===== src/source/gfx_pkg.sv =====
package gfx_pkg;

	localparam int WORD_BITS = 32;          // One instruction, one memory word
	localparam int LANE_WORDS = 4;          // Instructions per lane
	localparam int INSN_BITS_IN_LANE = 2;   // Word select within a lane

	// Single word on the video memory bus
	typedef logic [WORD_BITS - 1:0] vram_word;

	// Word address on the memory bus
	typedef logic [23:0] vram_addr;

	// Instruction address, one instruction per word
	typedef logic [23:0] vram_insn_addr;

	// Word address without the word select bits
	typedef logic [23 - INSN_BITS_IN_LANE:0] vram_lane_addr;

	// Word i of a lane sits at bits 32i upward
	typedef logic [LANE_WORDS * WORD_BITS - 1:0] lane_word;

	// One valid bit per word of a lane
	typedef logic [LANE_WORDS - 1:0] lane_mask;

	// Batch length in instructions
	typedef logic [15:0] cmd_word;

endpackage


===== src/source/gfx_lane_if.sv =====
interface gfx_lane_if
	import gfx_pkg::*;
	#(parameter int WIDTH = 22);

	logic               lane_read;
	logic [WIDTH - 1:0] lane_address;
	lane_word           lane_readdata;
	logic               lane_waitrequest;
	logic               lane_readdatavalid;

	// Sequencer side
	modport master (
		output lane_read,
		output lane_address,
		input  lane_readdata,
		input  lane_waitrequest,
		input  lane_readdatavalid
	);

	// Widener side
	modport slave (
		input  lane_read,
		input  lane_address,
		output lane_readdata,
		output lane_waitrequest,
		output lane_readdatavalid
	);

endinterface


===== src/source/gfx_sp_widener.sv =====
module gfx_sp_widener
	import gfx_pkg::*;
#(
	parameter int WIDTH = 22
)
(
	input  logic      clk,
	input  logic      rst_n,

	gfx_lane_if.slave lane,

	output logic      word_read,
	output vram_addr  word_address,
	input  vram_word  word_readdata,
	input  logic      word_waitrequest,
	input  logic      word_readdatavalid
);

	localparam logic [INSN_BITS_IN_LANE - 1:0] LAST_WORD = INSN_BITS_IN_LANE'(LANE_WORDS - 1);

	logic [WIDTH - 1:0]             issue_lane;
	logic [INSN_BITS_IN_LANE - 1:0] issue_idx;
	logic [INSN_BITS_IN_LANE - 1:0] ret_idx;
	logic                           issue_busy;
	logic                           lane_done;
	logic                           lane_accept;
	lane_word                       assembly;

	// A new lane is taken only once the previous one has issued all its words
	assign lane.lane_waitrequest = issue_busy;
	assign lane.lane_readdata = assembly;
	assign lane.lane_readdatavalid = lane_done;

	assign lane_accept = lane.lane_read && !issue_busy;

	assign word_read = issue_busy;
	assign word_address = {issue_lane, issue_idx};

	always_ff @(posedge clk or negedge rst_n) begin
		if (!rst_n) begin
			issue_busy <= 1'b0;
			issue_idx <= '0;
			ret_idx <= '0;
			lane_done <= 1'b0;
		end else begin
			lane_done <= word_readdatavalid && ret_idx == LAST_WORD; // Lane complete

			if (word_readdatavalid)
				ret_idx <= ret_idx + 1'b1;

			if (lane_accept) begin
				issue_busy <= 1'b1;
				issue_idx <= '0;
			end else if (issue_busy && !word_waitrequest) begin
				issue_idx <= issue_idx + 1'b1;
				if (issue_idx == LAST_WORD)
					issue_busy <= 1'b0;
			end
		end
	end

	always_ff @(posedge clk) begin
		if (lane_accept)
			issue_lane <= lane.lane_address;

		// Shift in from the top so the first word lands at the bottom
		if (word_readdatavalid)
			assembly <= {word_readdata, assembly[$bits(lane_word) - 1:WORD_BITS]};
	end

endmodule


===== src/source/gfx_fifo.sv =====
module gfx_fifo
#(
	parameter int WIDTH = 8,
	parameter int FIFO_DEPTH = 8
)
(
	input  logic               clk,
	input  logic               rst_n,

	input  logic [WIDTH - 1:0] in,
	input  logic               in_valid,
	output logic               in_ready,

	output logic [WIDTH - 1:0] out,
	output logic               out_valid,
	input  logic               out_ready
);

	localparam int PTR_BITS = FIFO_DEPTH > 1 ? $clog2(FIFO_DEPTH) : 1;
	localparam int CNT_BITS = $clog2(FIFO_DEPTH + 1);

	logic [WIDTH - 1:0]    mem [FIFO_DEPTH];
	logic [PTR_BITS - 1:0] rd_ptr;
	logic [PTR_BITS - 1:0] wr_ptr;
	logic [CNT_BITS - 1:0] count;
	logic                  buf_empty;
	logic                  load_out;
	logic                  buf_read;
	logic                  buf_write;

	function automatic logic [PTR_BITS - 1:0] ptr_inc(input logic [PTR_BITS - 1:0] ptr);
		return ptr == PTR_BITS'(FIFO_DEPTH - 1) ? '0 : ptr + 1'b1;
	endfunction

	assign buf_empty = count == '0;
	assign load_out = !out_valid || out_ready;  // Output register free next cycle
	assign buf_read = load_out && !buf_empty;
	assign buf_write = in_valid && in_ready && !(load_out && buf_empty); // Else bypass
	assign in_ready = count < CNT_BITS'(FIFO_DEPTH);

	always_ff @(posedge clk or negedge rst_n) begin
		if (!rst_n) begin
			rd_ptr <= '0;
			wr_ptr <= '0;
			count <= '0;
			out_valid <= 1'b0;
		end else begin
			if (buf_read)
				rd_ptr <= ptr_inc(rd_ptr);
			if (buf_write)
				wr_ptr <= ptr_inc(wr_ptr);

			count <= count + CNT_BITS'(buf_write) - CNT_BITS'(buf_read);

			if (load_out)
				out_valid <= !buf_empty || in_valid;
		end
	end

	always_ff @(posedge clk) begin
		if (buf_write)
			mem[wr_ptr] <= in;

		if (buf_read)
			out <= mem[rd_ptr];
		else if (load_out && in_valid)
			out <= in;
	end

endmodule


===== src/source/gfx_fifo_overflow.sv =====
module gfx_fifo_overflow
#(
	parameter int FIFO_DEPTH = 8
)
(
	input  logic clk,
	input  logic rst_n,

	input  logic down,      // Lane read accepted
	input  logic up,        // Lane popped from the FIFO
	output logic empty,
	output logic down_safe
);

	localparam int CNT_BITS = $clog2(FIFO_DEPTH + 1);

	logic [CNT_BITS - 1:0] count;   // Lanes requested and not yet popped

	assign empty = count == '0;

	// A pop this cycle is not counted, so the credit stays conservative
	assign down_safe = down ? count < CNT_BITS'(FIFO_DEPTH - 1)
	                        : count < CNT_BITS'(FIFO_DEPTH);

	always_ff @(posedge clk or negedge rst_n) begin
		if (!rst_n)
			count <= '0;
		else
			count <= count + CNT_BITS'(down) - CNT_BITS'(up);
	end

endmodule


===== src/source/gfx_sp_batch.sv =====
module gfx_sp_batch
	import gfx_pkg::*;
#(
	parameter int FIFO_DEPTH = 8
)
(
	input  logic          clk,
	input  logic          rst_n,

	input  logic          batch_waitrequest,
	input  logic          batch_readdatavalid,
	input  vram_word      batch_readdata,
	output vram_addr      batch_address,
	output logic          batch_read,

	input  logic          cmd_valid,
	output logic          cmd_ready,
	input  vram_insn_addr cmd_base,
	input  cmd_word       cmd_length,

	output lane_word      out_data,
	output lane_mask      out_mask,
	output logic          out_valid,
	input  logic          out_ready
);

	localparam int TAIL_BITS = INSN_BITS_IN_LANE;
	localparam int BLOCK_BITS = $bits(cmd_word) - TAIL_BITS;
	localparam int FIFO_BITS = $bits(lane_word) + $bits(lane_mask);
	localparam logic IDLE = 1'b0;
	localparam logic STREAM = 1'b1;

	logic                    state;
	logic                    cmd_accept;
	logic                    lane_read;
	logic                    lane_accept;
	logic                    down_safe;
	vram_lane_addr           lane_address;
	logic [BLOCK_BITS - 1:0] cmd_block;
	logic [TAIL_BITS - 1:0]  cmd_tail;
	logic [BLOCK_BITS - 1:0] fetch_block;
	logic [BLOCK_BITS - 1:0] ret_block;
	logic [TAIL_BITS - 1:0]  ret_tail;
	logic [BLOCK_BITS - 1:0] pend_block;
	logic [TAIL_BITS - 1:0]  pend_tail;
	logic                    ret_active;
	logic                    ret_last;
	logic                    pend_valid;
	lane_mask                ret_mask;
	logic [FIFO_BITS - 1:0]  fifo_in;
	logic [FIFO_BITS - 1:0]  fifo_out;

	gfx_lane_if #(.WIDTH($bits(vram_lane_addr))) lane ();

	gfx_sp_widener #(.WIDTH($bits(vram_lane_addr))) widener (
		.clk                (clk),
		.rst_n              (rst_n),
		.lane               (lane.slave),
		.word_read          (batch_read),
		.word_address       (batch_address),
		.word_readdata      (batch_readdata),
		.word_waitrequest   (batch_waitrequest),
		.word_readdatavalid (batch_readdatavalid)
	);

	gfx_fifo #(.WIDTH(FIFO_BITS), .FIFO_DEPTH(FIFO_DEPTH)) lane_fifo (
		.clk       (clk),
		.rst_n     (rst_n),
		.in        (fifo_in),
		.in_valid  (lane.lane_readdatavalid),
		.in_ready  (),
		.out       (fifo_out),
		.out_valid (out_valid),
		.out_ready (out_ready)
	);

	gfx_fifo_overflow #(.FIFO_DEPTH(FIFO_DEPTH)) overflow (
		.clk       (clk),
		.rst_n     (rst_n),
		.down      (lane_accept),
		.up        (out_valid && out_ready),
		.empty     (),
		.down_safe (down_safe)
	);

	assign lane.lane_read = lane_read;
	assign lane.lane_address = lane_address;

	assign {cmd_block, cmd_tail} = cmd_length;
	assign {out_data, out_mask} = fifo_out;

	// A second batch may wait behind the one still returning, but no more
	assign cmd_ready = state == IDLE && !pend_valid;
	assign cmd_accept = cmd_valid && cmd_ready;
	assign lane_accept = lane_read && !lane.lane_waitrequest;

	assign ret_last = lane.lane_readdatavalid && ret_block == '0;
	assign ret_mask = ret_block == '0 ? lane_mask'((4'd1 << ret_tail) - 4'd1) : '1;
	assign fifo_in = {lane.lane_readdata, ret_mask};

	always_ff @(posedge clk or negedge rst_n) begin
		if (!rst_n) begin
			state <= IDLE;
			lane_read <= 1'b0;
			ret_active <= 1'b0;
			pend_valid <= 1'b0;
		end else begin
			unique case (state)
				IDLE:
					if (cmd_accept) begin
						state <= STREAM;
						lane_read <= down_safe;
					end

				STREAM: begin
					if (!lane_read || !lane.lane_waitrequest)
						lane_read <= down_safe; // Hold a pending read, else ask credit

					if (lane_accept && fetch_block == '0) begin
						state <= IDLE;
						lane_read <= 1'b0;
					end
				end
			endcase

			if (cmd_accept && ret_active && !ret_last)
				pend_valid <= 1'b1;
			else if (cmd_accept)
				ret_active <= 1'b1;
			else if (ret_last) begin
				ret_active <= pend_valid;
				pend_valid <= 1'b0;
			end
		end
	end

	always_ff @(posedge clk) begin
		if (cmd_accept) begin
			fetch_block <= cmd_block;
			lane_address <= cmd_base[INSN_BITS_IN_LANE +: $bits(vram_lane_addr)];
		end else if (lane_accept) begin
			fetch_block <= fetch_block - 1'b1;
			lane_address <= lane_address + 1'b1;
		end

		if (cmd_accept && ret_active && !ret_last) begin
			pend_block <= cmd_block;
			pend_tail <= cmd_tail;
		end

		if (cmd_accept && !(ret_active && !ret_last)) begin
			ret_block <= cmd_block;
			ret_tail <= cmd_tail;
		end else if (ret_last) begin
			ret_block <= pend_block;    // Next batch's return side
			ret_tail <= pend_tail;
		end else if (lane.lane_readdatavalid)
			ret_block <= ret_block - 1'b1;
	end

endmodule


===== src/source/gfx_sp_front.sv =====
module gfx_sp_front
	import gfx_pkg::*;
#(
	parameter int FIFO_DEPTH = 8
)
(
	input  logic          clk,
	input  logic          rst_n,

	output logic          batch_read,
	output vram_addr      batch_address,
	input  vram_word      batch_readdata,
	input  logic          batch_waitrequest,
	input  logic          batch_readdatavalid,

	input  logic          cmd_valid,
	output logic          cmd_ready,
	input  vram_insn_addr cmd_base,
	input  cmd_word       cmd_length,

	output lane_word      out_data,
	output lane_mask      out_mask,
	output logic          out_valid,
	input  logic          out_ready
);

	gfx_sp_batch #(.FIFO_DEPTH(FIFO_DEPTH)) batch (
		.clk                 (clk),
		.rst_n               (rst_n),
		.batch_waitrequest   (batch_waitrequest),
		.batch_readdatavalid (batch_readdatavalid),
		.batch_readdata      (batch_readdata),
		.batch_address       (batch_address),
		.batch_read          (batch_read),
		.cmd_valid           (cmd_valid),
		.cmd_ready           (cmd_ready),
		.cmd_base            (cmd_base),
		.cmd_length          (cmd_length),
		.out_data            (out_data),
		.out_mask            (out_mask),
		.out_valid           (out_valid),
		.out_ready           (out_ready)
	);

endmodule


===== config.mk =====
export PLATFORM = sky130hd
export DESIGN_NAME = gfx_sp_front
export DESIGN_NICKNAME = d
export VERILOG_FILES = /design/src/source/gfx_pkg.sv /design/src/source/gfx_lane_if.sv /design/src/source/gfx_sp_widener.sv /design/src/source/gfx_fifo.sv /design/src/source/gfx_fifo_overflow.sv /design/src/source/gfx_sp_batch.sv /design/src/source/gfx_sp_front.sv
export SDC_FILE = /design/constraint.sdc
export NUM_CORES = 1
export LEC_CHECK = 0
export BUFFER_PORTS_ARGS = -buffer_cell sky130_fd_sc_hd__buf_2
export CORE_MARGIN = 4
export CORE_UTILIZATION = 29
export DETAILED_ROUTE_END_ITERATION = 7
export HOLD_SLACK_MARGIN = 0.03
export PLACE_DENSITY = 0.5
export SETUP_SLACK_MARGIN = 0.02
export SYNTH_ARGS = -nofsm -noshare
export SYNTH_HDL_FRONTEND = slang
export SYNTH_SLANG_ARGS = --single-unit

===== constraint.sdc =====
create_clock -name clk -period 11.74 [get_ports clk]
set_input_delay 1.174 -clock clk [delete_from_list [all_inputs] [get_ports clk]]
set_output_delay 1.174 -clock clk [all_outputs]
set_load 0.02 [all_outputs]

Word-level counts from Yosys, hierarchy flattened
Memories as Yosys holds them, arrays and structs flattened.
Cells that the tools add are included.

cells by class
  equal/unequal tests = 7
  $add $sub $neg = 12
  $lt $le $gt $ge = 3
  mux-type cells = 34
  shift operators = 1
  bitwise operators = 2
  reduce and logical (&&, ||, !) cells = 44

operators with widths
  operator                 number
  $mux W132                2
  $mux W14                 5
  $mux W22                 2
  $logic_not A14 Y1        2
  $sub A14 B1 Y14 const B  2
  $add A22 B1 Y22 const B  1
  $logic_and A1 B1 Y1      17
  $mux W1                  16
  $reduce_bool A2 Y1       7
  $logic_not A1 Y1         9
  $add A4 B1 Y4            2
  $lt A4 B4 Y1 const B     2
  $mux W2                  4
  $reduce_and A2 Y1        4
  $sub A4 B1 Y4            2
  $add A3 B1 Y3 const B    2
  $eq A3 B3 Y1 const B     2
  $mux W3                  2
  $add A2 B1 Y2 const B    2
  $eq A2 B2 Y1 const B     2
  $logic_not A4 Y1         1
  $lt A4 B3 Y1 const B     1
  $mux W4                  1
  $pmux W1 S2              2
  other kinds (8)          11

storage, ports and cells
  flip-flop bits (word level) = 375
  input port bits = 78
  output and inout port bits = 159
  memories = 1
  memory bits (writable) = 1056
  word-level logic and storage cells = 126

memory list
  memory               depth  width  rd ports  clocked after Yosys merged registers in  wr ports  RTL line        RTL
  batch.lane_fifo.mem  8      132    1         0                                        1         gfx_fifo.sv:22  logic [WIDTH - 1:0] mem [FIFO_DEPTH];

Longest topological paths before layout
Gate-level depths: netlist (run 1).

  depth in word-level cells = 7
  mapped depth = 13

By module
From an unflattened synthesis (run 1), not the netlist that was laid out.

second synthesis, totals
  cells, all modules = 3045
  area total of the unflattened synthesis = 56474.2 sq um

by module, submodules not included
  module             sequential area each (sq um)  instances  area an instance (sq um)  cells an instance
  gfx_fifo           35949.5                       1          47420.5                   2476
  gfx_sp_widener     4654.5                        1          4772.1                    171
  gfx_sp_batch       2142.1                        1          4007.6                    373
  gfx_fifo_overflow  100.1                         1          274.0                     25

Least setup slack after synthesis (run 1)
No wires, ideal clock.

  kind = input port to flip-flop
  start = in out_ready
  end = mem batch.lane_fifo.mem[0][0] (netlist name), enable pin
  setup slack = 422 ps
  required time = 10955 ps
  arrival = 10533 ps
  path buffers = 0
  library setup time = 785 ps
  stages on the path = 4
  cell sequence = nand2b_1 > nand2_1 > nand4b_1 > nor3_1

between the ends
  longest elaborated chain between the ends = 6

RTL lines
  element                        RTL line            RTL
  start, declared                gfx_sp_front.sv:24  input logic out_ready
  $logic_or A1 B1 Y1             gfx_fifo.sv:36      assign load_out = !out_valid || out_ready;
  $logic_and A1 B1 Y1            gfx_fifo.sv:38      assign buf_write = in_valid && in_ready && !(load_out && buf_empty);
  $logic_not A1 Y1               gfx_fifo.sv:38
  $logic_and A1 B1 Y1            gfx_fifo.sv:38
  $mux W1                        gfx_fifo.sv:61      if (buf_write)
  $mux W1 (not written as such)  gfx_fifo.sv:62      mem[wr_ptr] <= in;
  end, declared                  gfx_fifo.sv:22

Every way passes these cells.

Final worst setup path (run 1)
  start = reg batch.lane_fifo.rd_ptr[1]
  end = reg batch.lane_fifo.out[34] (data pin)

between the ends
  longest elaborated chain between the ends = 2

RTL lines
  element                 RTL line        RTL
  start, declared         gfx_fifo.sv:23  logic [PTR_BITS - 1:0] rd_ptr;
  start signal, assigned  gfx_fifo.sv:49  rd_ptr <= ptr_inc(rd_ptr);
  $mem_v2 Z8 W132         --
  $mux W132               gfx_fifo.sv:64  if (buf_read)
  end signal, assigned    gfx_fifo.sv:65  out <= mem[rd_ptr];
  end signal, assigned    gfx_fifo.sv:67  out <= in;
  end, declared           gfx_fifo.sv:14  output logic [WIDTH - 1:0] out,

Every way passes these cells.
A chain may end at the register's enable or synchronous reset.

==> results of run 1 <==
-- power groups by stage --
stage / combinational, uW / clock, uW / sequential (uW)
after floorplan: 1950 / 0 / 6690
after global placement: 2980 / 0 / 6690
after detailed placement: 2990 / 0 / 6690
after CTS: 2990 / 4850 / 6590
after global routing: 3170 / 5070 / 6620
final: 2880 / 4690 / 6550
-- cell type report --
| cell class | count | area share |
|---|---|---|
| flip-flops and latches | 1431 | 0.676 |
| multi-input cells | 1023 | 0.171 |
| clock buffers | 191 | 0.0640 |
| well taps | 2480 | 0.0490 |
| repair buffers | 284 | 0.0247 |
| clock inverters | 90 | 0.0136 |
| inverters | 24 | 0.00142 |
| diodes | 8 | 0.000316 |
-- registers in the layout, summed over array words and instances, names as in the netlist, 14 cells and up --
register	flops
batch.lane_fifo.mem	1056
batch.pend_block	14
batch.widener.lane.lane_readdata	128
batch.fetch_block	14
batch.lane_fifo.out	132
batch.widener.issue_lane	22
batch.ret_block	14
batch.lane.lane_address	22
-- per-layer routing --
metal  wire, um  GRT usage
met1      55900      0.175
met2      64900      0.226
met3       5660     0.0279
met4       3030     0.0385
met5         60          0
-- cells in the final DEF (no fill, tap or decap), types with 21 or more instances in the layout --
cell type and count:
clkinv_2 26, clkbuf_1 33, o21ai_0 158, xor2_1 26, nand3_1 23, dfrtp_1 22, buf_2 233, buf_4 49
mux4_2 264, edfxtp_1 1406, nor2_1 32, ha_1 21, nand2_1 206, inv_1 24, clkbuf_16 156, clkinv_1 31
mux2i_1 134
-- cells by family after synthesis --
group | Yosys count
AOI/OAI and AO/OA | 221
xor gates and xnor gates | 42
adders and majority gates | 23
buffers and inverters | 144
DFF | 1431
muxes | 403
and+or+nand+nor | 334
-- how the worst max path moves through the flow --
stage | startpoint | end | cells past startpoint
2_1_floorplan | out_ready | batch.lane_fifo.mem[0][0] | 4
3_3_place_gp | out_ready | batch.lane_fifo.mem[0][73] | 7
3_5_place_dp | out_ready | batch.lane_fifo.mem[1][73] | 7
4_1_cts | batch.lane_fifo.rd_ptr[1] | batch.lane_fifo.out[34] | 6
5_1_grt | batch.lane_fifo.rd_ptr[1] | batch.lane_fifo.out[34] | 6
6_report | batch.lane_fifo.rd_ptr[1] | batch.lane_fifo.out[34] | 6
-- through the flow --
stage | setup WS [ns] | utilization
after CTS | 7.49 | 0.341
after floorplan | 0.422 | -
after global routing | 7.36 | 0.341
final | 7.55 | 0.341
after detailed placement | 6.86 | 0.315
after global placement | 6.87 | 0.315
==> results.toml, run 1 <==
[timing]
slew_headroom = 0.338
worst_pin_slew_ns = 0.993
period_minus_slack_ns = 4.19
fin_tns_setup_ns = 0
max_freq_mhz = 239
whs_ns = 0.400
maxSlewViolCount = 0
finalCritPeriodShare = 0.357
final-setup-viol-count = 0
rsz0062_at_grt = "false"
skew_ns = 0.0627
finalHoldViolations = 0

[worst_setup_path]
r2r_start = "batch.lane_fifo.rd_ptr[1]"
r2r_slack_ns = 7.55
cp_cell_sequence = "buf_4 -> buf_4 -> buf_4 -> mux4_2 -> mux2i_1 -> o21ai_0"
arrival_ns = 4.62
path_max_fanout = 51
required_ns = 12.17
path_buf_inv = 3
cp_top_family = "buffers and inverters"
crit_path_frequent_cell = "buf_4"
crit_type = "flop to flop"
ff2ff_path_depth = 6
endpoint_kind = "flop"
r2r_end = "batch.lane_fifo.out[34]"
critPathMaxStageDelay_ns = 0.76
start_kind = "flop"
cpMaxStageDelayCell = "buf_4"

[detailed_routing]
drtAntennaViolNets = 0
wl_um = 129000
drtIter0Drc = 1787
first_pass_iters = 5
drt-wirelength-per-cell_um = 23.4
vias = 25177
via_per_inst = 4.55
drcViolationCount = 0

[clock_network]
ctsHtreeMaxLevel = 4
clkLatencyLatePin_ns = 0.79
cts_sinks = 1431
path_clk_slew_ns = 0.06
clockBufferDepth = 3
cts_tree = "done"
post_cts_buffers = 0
numCtsBuffers = 156
hold_buffers = 0
clockRootBuffer = "clkbuf_16"
cts_resized = 0

[worst_hold_path]
min_path_type = "input pin to async pin"

[synthesis]
synth_edf_count = 1406
synth-compound-area-share = 0.0225
synth.avg_cell_area_um2 = 20.9
yosysMostFrequentCell = "edfxtp_1"
synthAdderAreaFrac = 0.00559
yosysSeqAreaShare = 0.791
synth_cells = 2598
synthesis.area_mm2 = 0.0542
ys_ff_latch = 1431
syn-num-nets = 2699
muxShareOfSynthArea = 0.136
synth_warnings = 0
synth_top_area_cell = "edfxtp_1"
synthXorXnorAreaFrac = 0.00679
synth_top_cells_by_count = "1406 x edfxtp_1, 264 x mux4_2, 207 x nand2_1, 158 x o21ai_0, 134 x mux2i_1"
synth_area_leaders = "edfxtp_1 78%, mux4_2 11%, mux2i_1 2.5%, o21ai_0 1.5%, nand2_1 1.4%"
netlist.area_leader.share = 0.779
ys.flop_type = "edfxtp_1"
synth_cell_type_count = 56
synth_top_family_by_area = "multiplexers"
async_flop_share = 0.0175
synthSimpleGateAreaFrac = 0.0280

[pwr]
power.total_uw = 14100
intPower_uw = 10100
power.switching_uw = 4060
power.density_mw_per_mm2 = 223
combPwrFrac = 0.204
peakVddDrop_mv = 0.134
cellLeakagePower_uw = 0.0202
p_clk_frac = 0.332
switching_share = 0.288
pwr-share-seq = 0.464

[floorplanning]
core_mm2 = 0.186
initial_core_util = 0.292
die-area_mm2 = 0.194
io_pins = 237
die_h_um = 440
rows = 158
die_w_um = 440

[job]
drv_cap = 0

[global_route]
first_global_vias = 26744
antenna_found_initial = 17
grt_pass1_wl_um = 190000
grt.total_usage = 0.134
grt-ovfl-total = 0
grt_start_max_net_pins = 78

[place]
dpl.hpwl_um = 73300
port-buffer-count = 234
gp_congestion = 0.726
dp.cells = 5242
post_dp_cell_area_mm2 = 0.0584

[finish]
fill_cells = 17410
drive_gt1_frac = 0.260
multiInputGateArea_mm2 = 0.0108
final_cells = 5531
fin_area_mm2 = 0.0634
area_growth_pct = 17.0
num-nets-final = 3021
regArea_mm2 = 0.0429

[run_status]
status = "finished clean"
No activity file was read; power rests on OpenSTA's default activity.
==> run 2: changes to the inputs <==
--- a/config.mk
+++ b/config.mk
@@ -10,7 +10,7 @@
 export CORE_UTILIZATION = 29
 export DETAILED_ROUTE_END_ITERATION = 7
 export HOLD_SLACK_MARGIN = 0.03
-export PLACE_DENSITY = 0.5
+export PLACE_DENSITY = 0.51
 export SETUP_SLACK_MARGIN = 0.02
 export SYNTH_ARGS = -nofsm -noshare
 export SYNTH_HDL_FRONTEND = slang
==> constraint.sdc (replaced) <==
create_clock -name clk -period 3.8 [get_ports clk]
set_input_delay 0.38 -clock clk [delete_from_list [all_inputs] [get_ports clk]]
set_output_delay 0.38 -clock clk [all_outputs]
set_load 0.02 [all_outputs]
==> run 2 against run 1 <==
  * Combinational power grew to 3.3 times the previous value
  * Routed wire length up 0.84%
  * Register-to-register slack worse by 6.5 ns
  * Utilization is 0.96 points higher
  * Largest power group unchanged
  * Clock-buffer cell count unchanged
  * Clock power rose to 3.3 times the previous value
==> results.toml, run 2 (synthesis results as in run 1) <==
[floorplanning]
die_w_um = 440
io_pins = 237
die-area_mm2 = 0.194
die_h_um = 440
core_mm2 = 0.186
initial_core_util = 0.292
rows = 158

[finish]
multiInputGateArea_mm2 = 0.0108
top_register = "batch.lane_fifo.mem"
fill_cells = 17277
regArea_mm2 = 0.0429
num-nets-final = 3137
final_cell_mix = "1406 x edfxtp_1, 264 x mux4_2, 233 x buf_2"
final_common_cell = "edfxtp_1"
final_cells = 5646
area_growth_pct = 20.3
drive_gt1_frac = 0.264
largest_reg_flops = 1056

[clock_network]
numCtsBuffers = 157
cts_sinks = 1431
post_cts_buffers = 0
ctsHtreeMaxLevel = 4
cts_tree = "done"
clkLatencyLatePin_ns = 0.79
clockBufferDepth = 3
clockRootBuffer = "clkbuf_16"
path_clk_slew_ns = 0.06

[detailed_routing]
vias = 25755
wl_um = 131000
drtAntennaViolNets = 0
first_pass_iters = 5
drtIter0Drc = 2173
drt-wirelength-per-cell_um = 23.1
drcViolationCount = 0
via_per_inst = 4.56

[timing]
finalCritPeriodShare = 0.722
max_freq_mhz = 364
rsz0062_at_grt = "false"
finalHoldViolations = 0
skew_ns = 0.0623
maxSlewViolCount = 0
whs_ns = 0.206
slew_headroom = 0.350
worst_pin_slew_ns = 0.975
final-setup-viol-count = 0
period_minus_slack_ns = 2.74

[pwr]
power.total_uw = 45000
power.density_mw_per_mm2 = 690
cellLeakagePower_uw = 0.0209
peakVddDrop_mv = 0.511

[worst_setup_path]
required_ns = 4.26
arrival_ns = 3.21
cp_top_family = "simple AND/OR/NAND/NOR gates"
r2r_start = "batch.lane_fifo.count[3]"
path_max_fanout = 13
startpoint = "batch.lane_fifo.count[3]"
cpMaxStageDelayCell = "nor2_4"
r2r_slack_ns = 1.06
critPathMaxStageDelay_ns = 0.87
path_buf_inv = 2
endpoint_kind = "flop"
start_kind = "flop"
crit_type = "flop to flop"
cp_cell_sequence = "inv_2 -> ha_4 -> and2_1 -> nand2_1 -> nand4_1 -> nor2_4 -> buf_4"

[global_route]
first_global_vias = 26728
grt-ovfl-total = 0
grt_pass1_wl_um = 191000
grt.total_usage = 0.135
antenna_found_initial = 6
grt_start_max_net_pins = 191

[place]
port-buffer-count = 234
dp.cells = 5283
gp_congestion = 0.729
dpl.hpwl_um = 76800

[worst_hold_path]
min_path_type = "input pin to async pin"

[run_status]
status = "finished clean"

[job]
drv_cap = 0
## run 2: worst paths after layout
check,cells after the start,to
min,2,batch.widener.issue_idx[1]
max in group asynchronous,2,batch.lane_fifo.rd_ptr[1]
min in group clk,1,batch.widener.lane.lane_readdata[9]
max,7,batch.lane_fifo.mem[5][84]
min reg2reg,0,batch.widener.issue_lane[21]
max reg2reg,7,batch.lane_fifo.mem[5][84]
## run 2: worst register-to-register path, stage by stage, from the launching register on
cell,delay [ns]
dfrtp_1,0.33
inv_2,0.06
ha_4,0.15
and2_1,0.12
nand2_1,0.09
nand4_1,0.40
nor2_4,0.88
buf_4,0.39
## run 2: what timing repair did
action	CTS	global route
endpoints found under the hold margin	132	0
resized for setup	0	0
hold buffers	74	0
## run 2: layout make-up
type / instances / area share
tap: 2480 / 0.0476
clock buffer: 191 / 0.0627
sequential: 1431 / 0.658
antenna: 3 / 0.000115
clock inverter: 95 / 0.0171
timing repair buffer: 399 / 0.0469
multi-input combinational: 1023 / 0.166
inverter: 24 / 0.00138
## run 2: per-stage QoR
step	util	setup TNS [ns]	setup WS (ns)	cell area [um^2]
3_5_place_dp	0.319	0	0.904	59200
5_1_grt	0.351	0	0.900	65200
6_report	0.351	0	1.06	65200
4_1_cts	0.351	0	0.979	65200
2_1_floorplan	-	-1217.32	-1.13	54200
3_3_place_gp	0.319	0	0.917	59200
## run 2: where the power goes
part | internal [uW] | switching, uW
Combinational | 4270 | 5080
Clock | 8950 | 6360
Sequential | 19000 | 1270
## run 2: per-layer routing
| layer | GRT usage | part of all wire | routed length (um) | vias to the layer above |
|---|---|---|---|---|
| li1 | - | - | - | 11458 |
| met1 | 0.182 | 0.44 | 57500 | 13589 |
| met2 | 0.220 | 0.49 | 64000 | 540 |
| met3 | 0.0262 | 0.045 | 5840 | 168 |
| met4 | 0.0405 | 0.025 | 3240 | 0 |
| met5 | 0 | 0 | 0 | - |
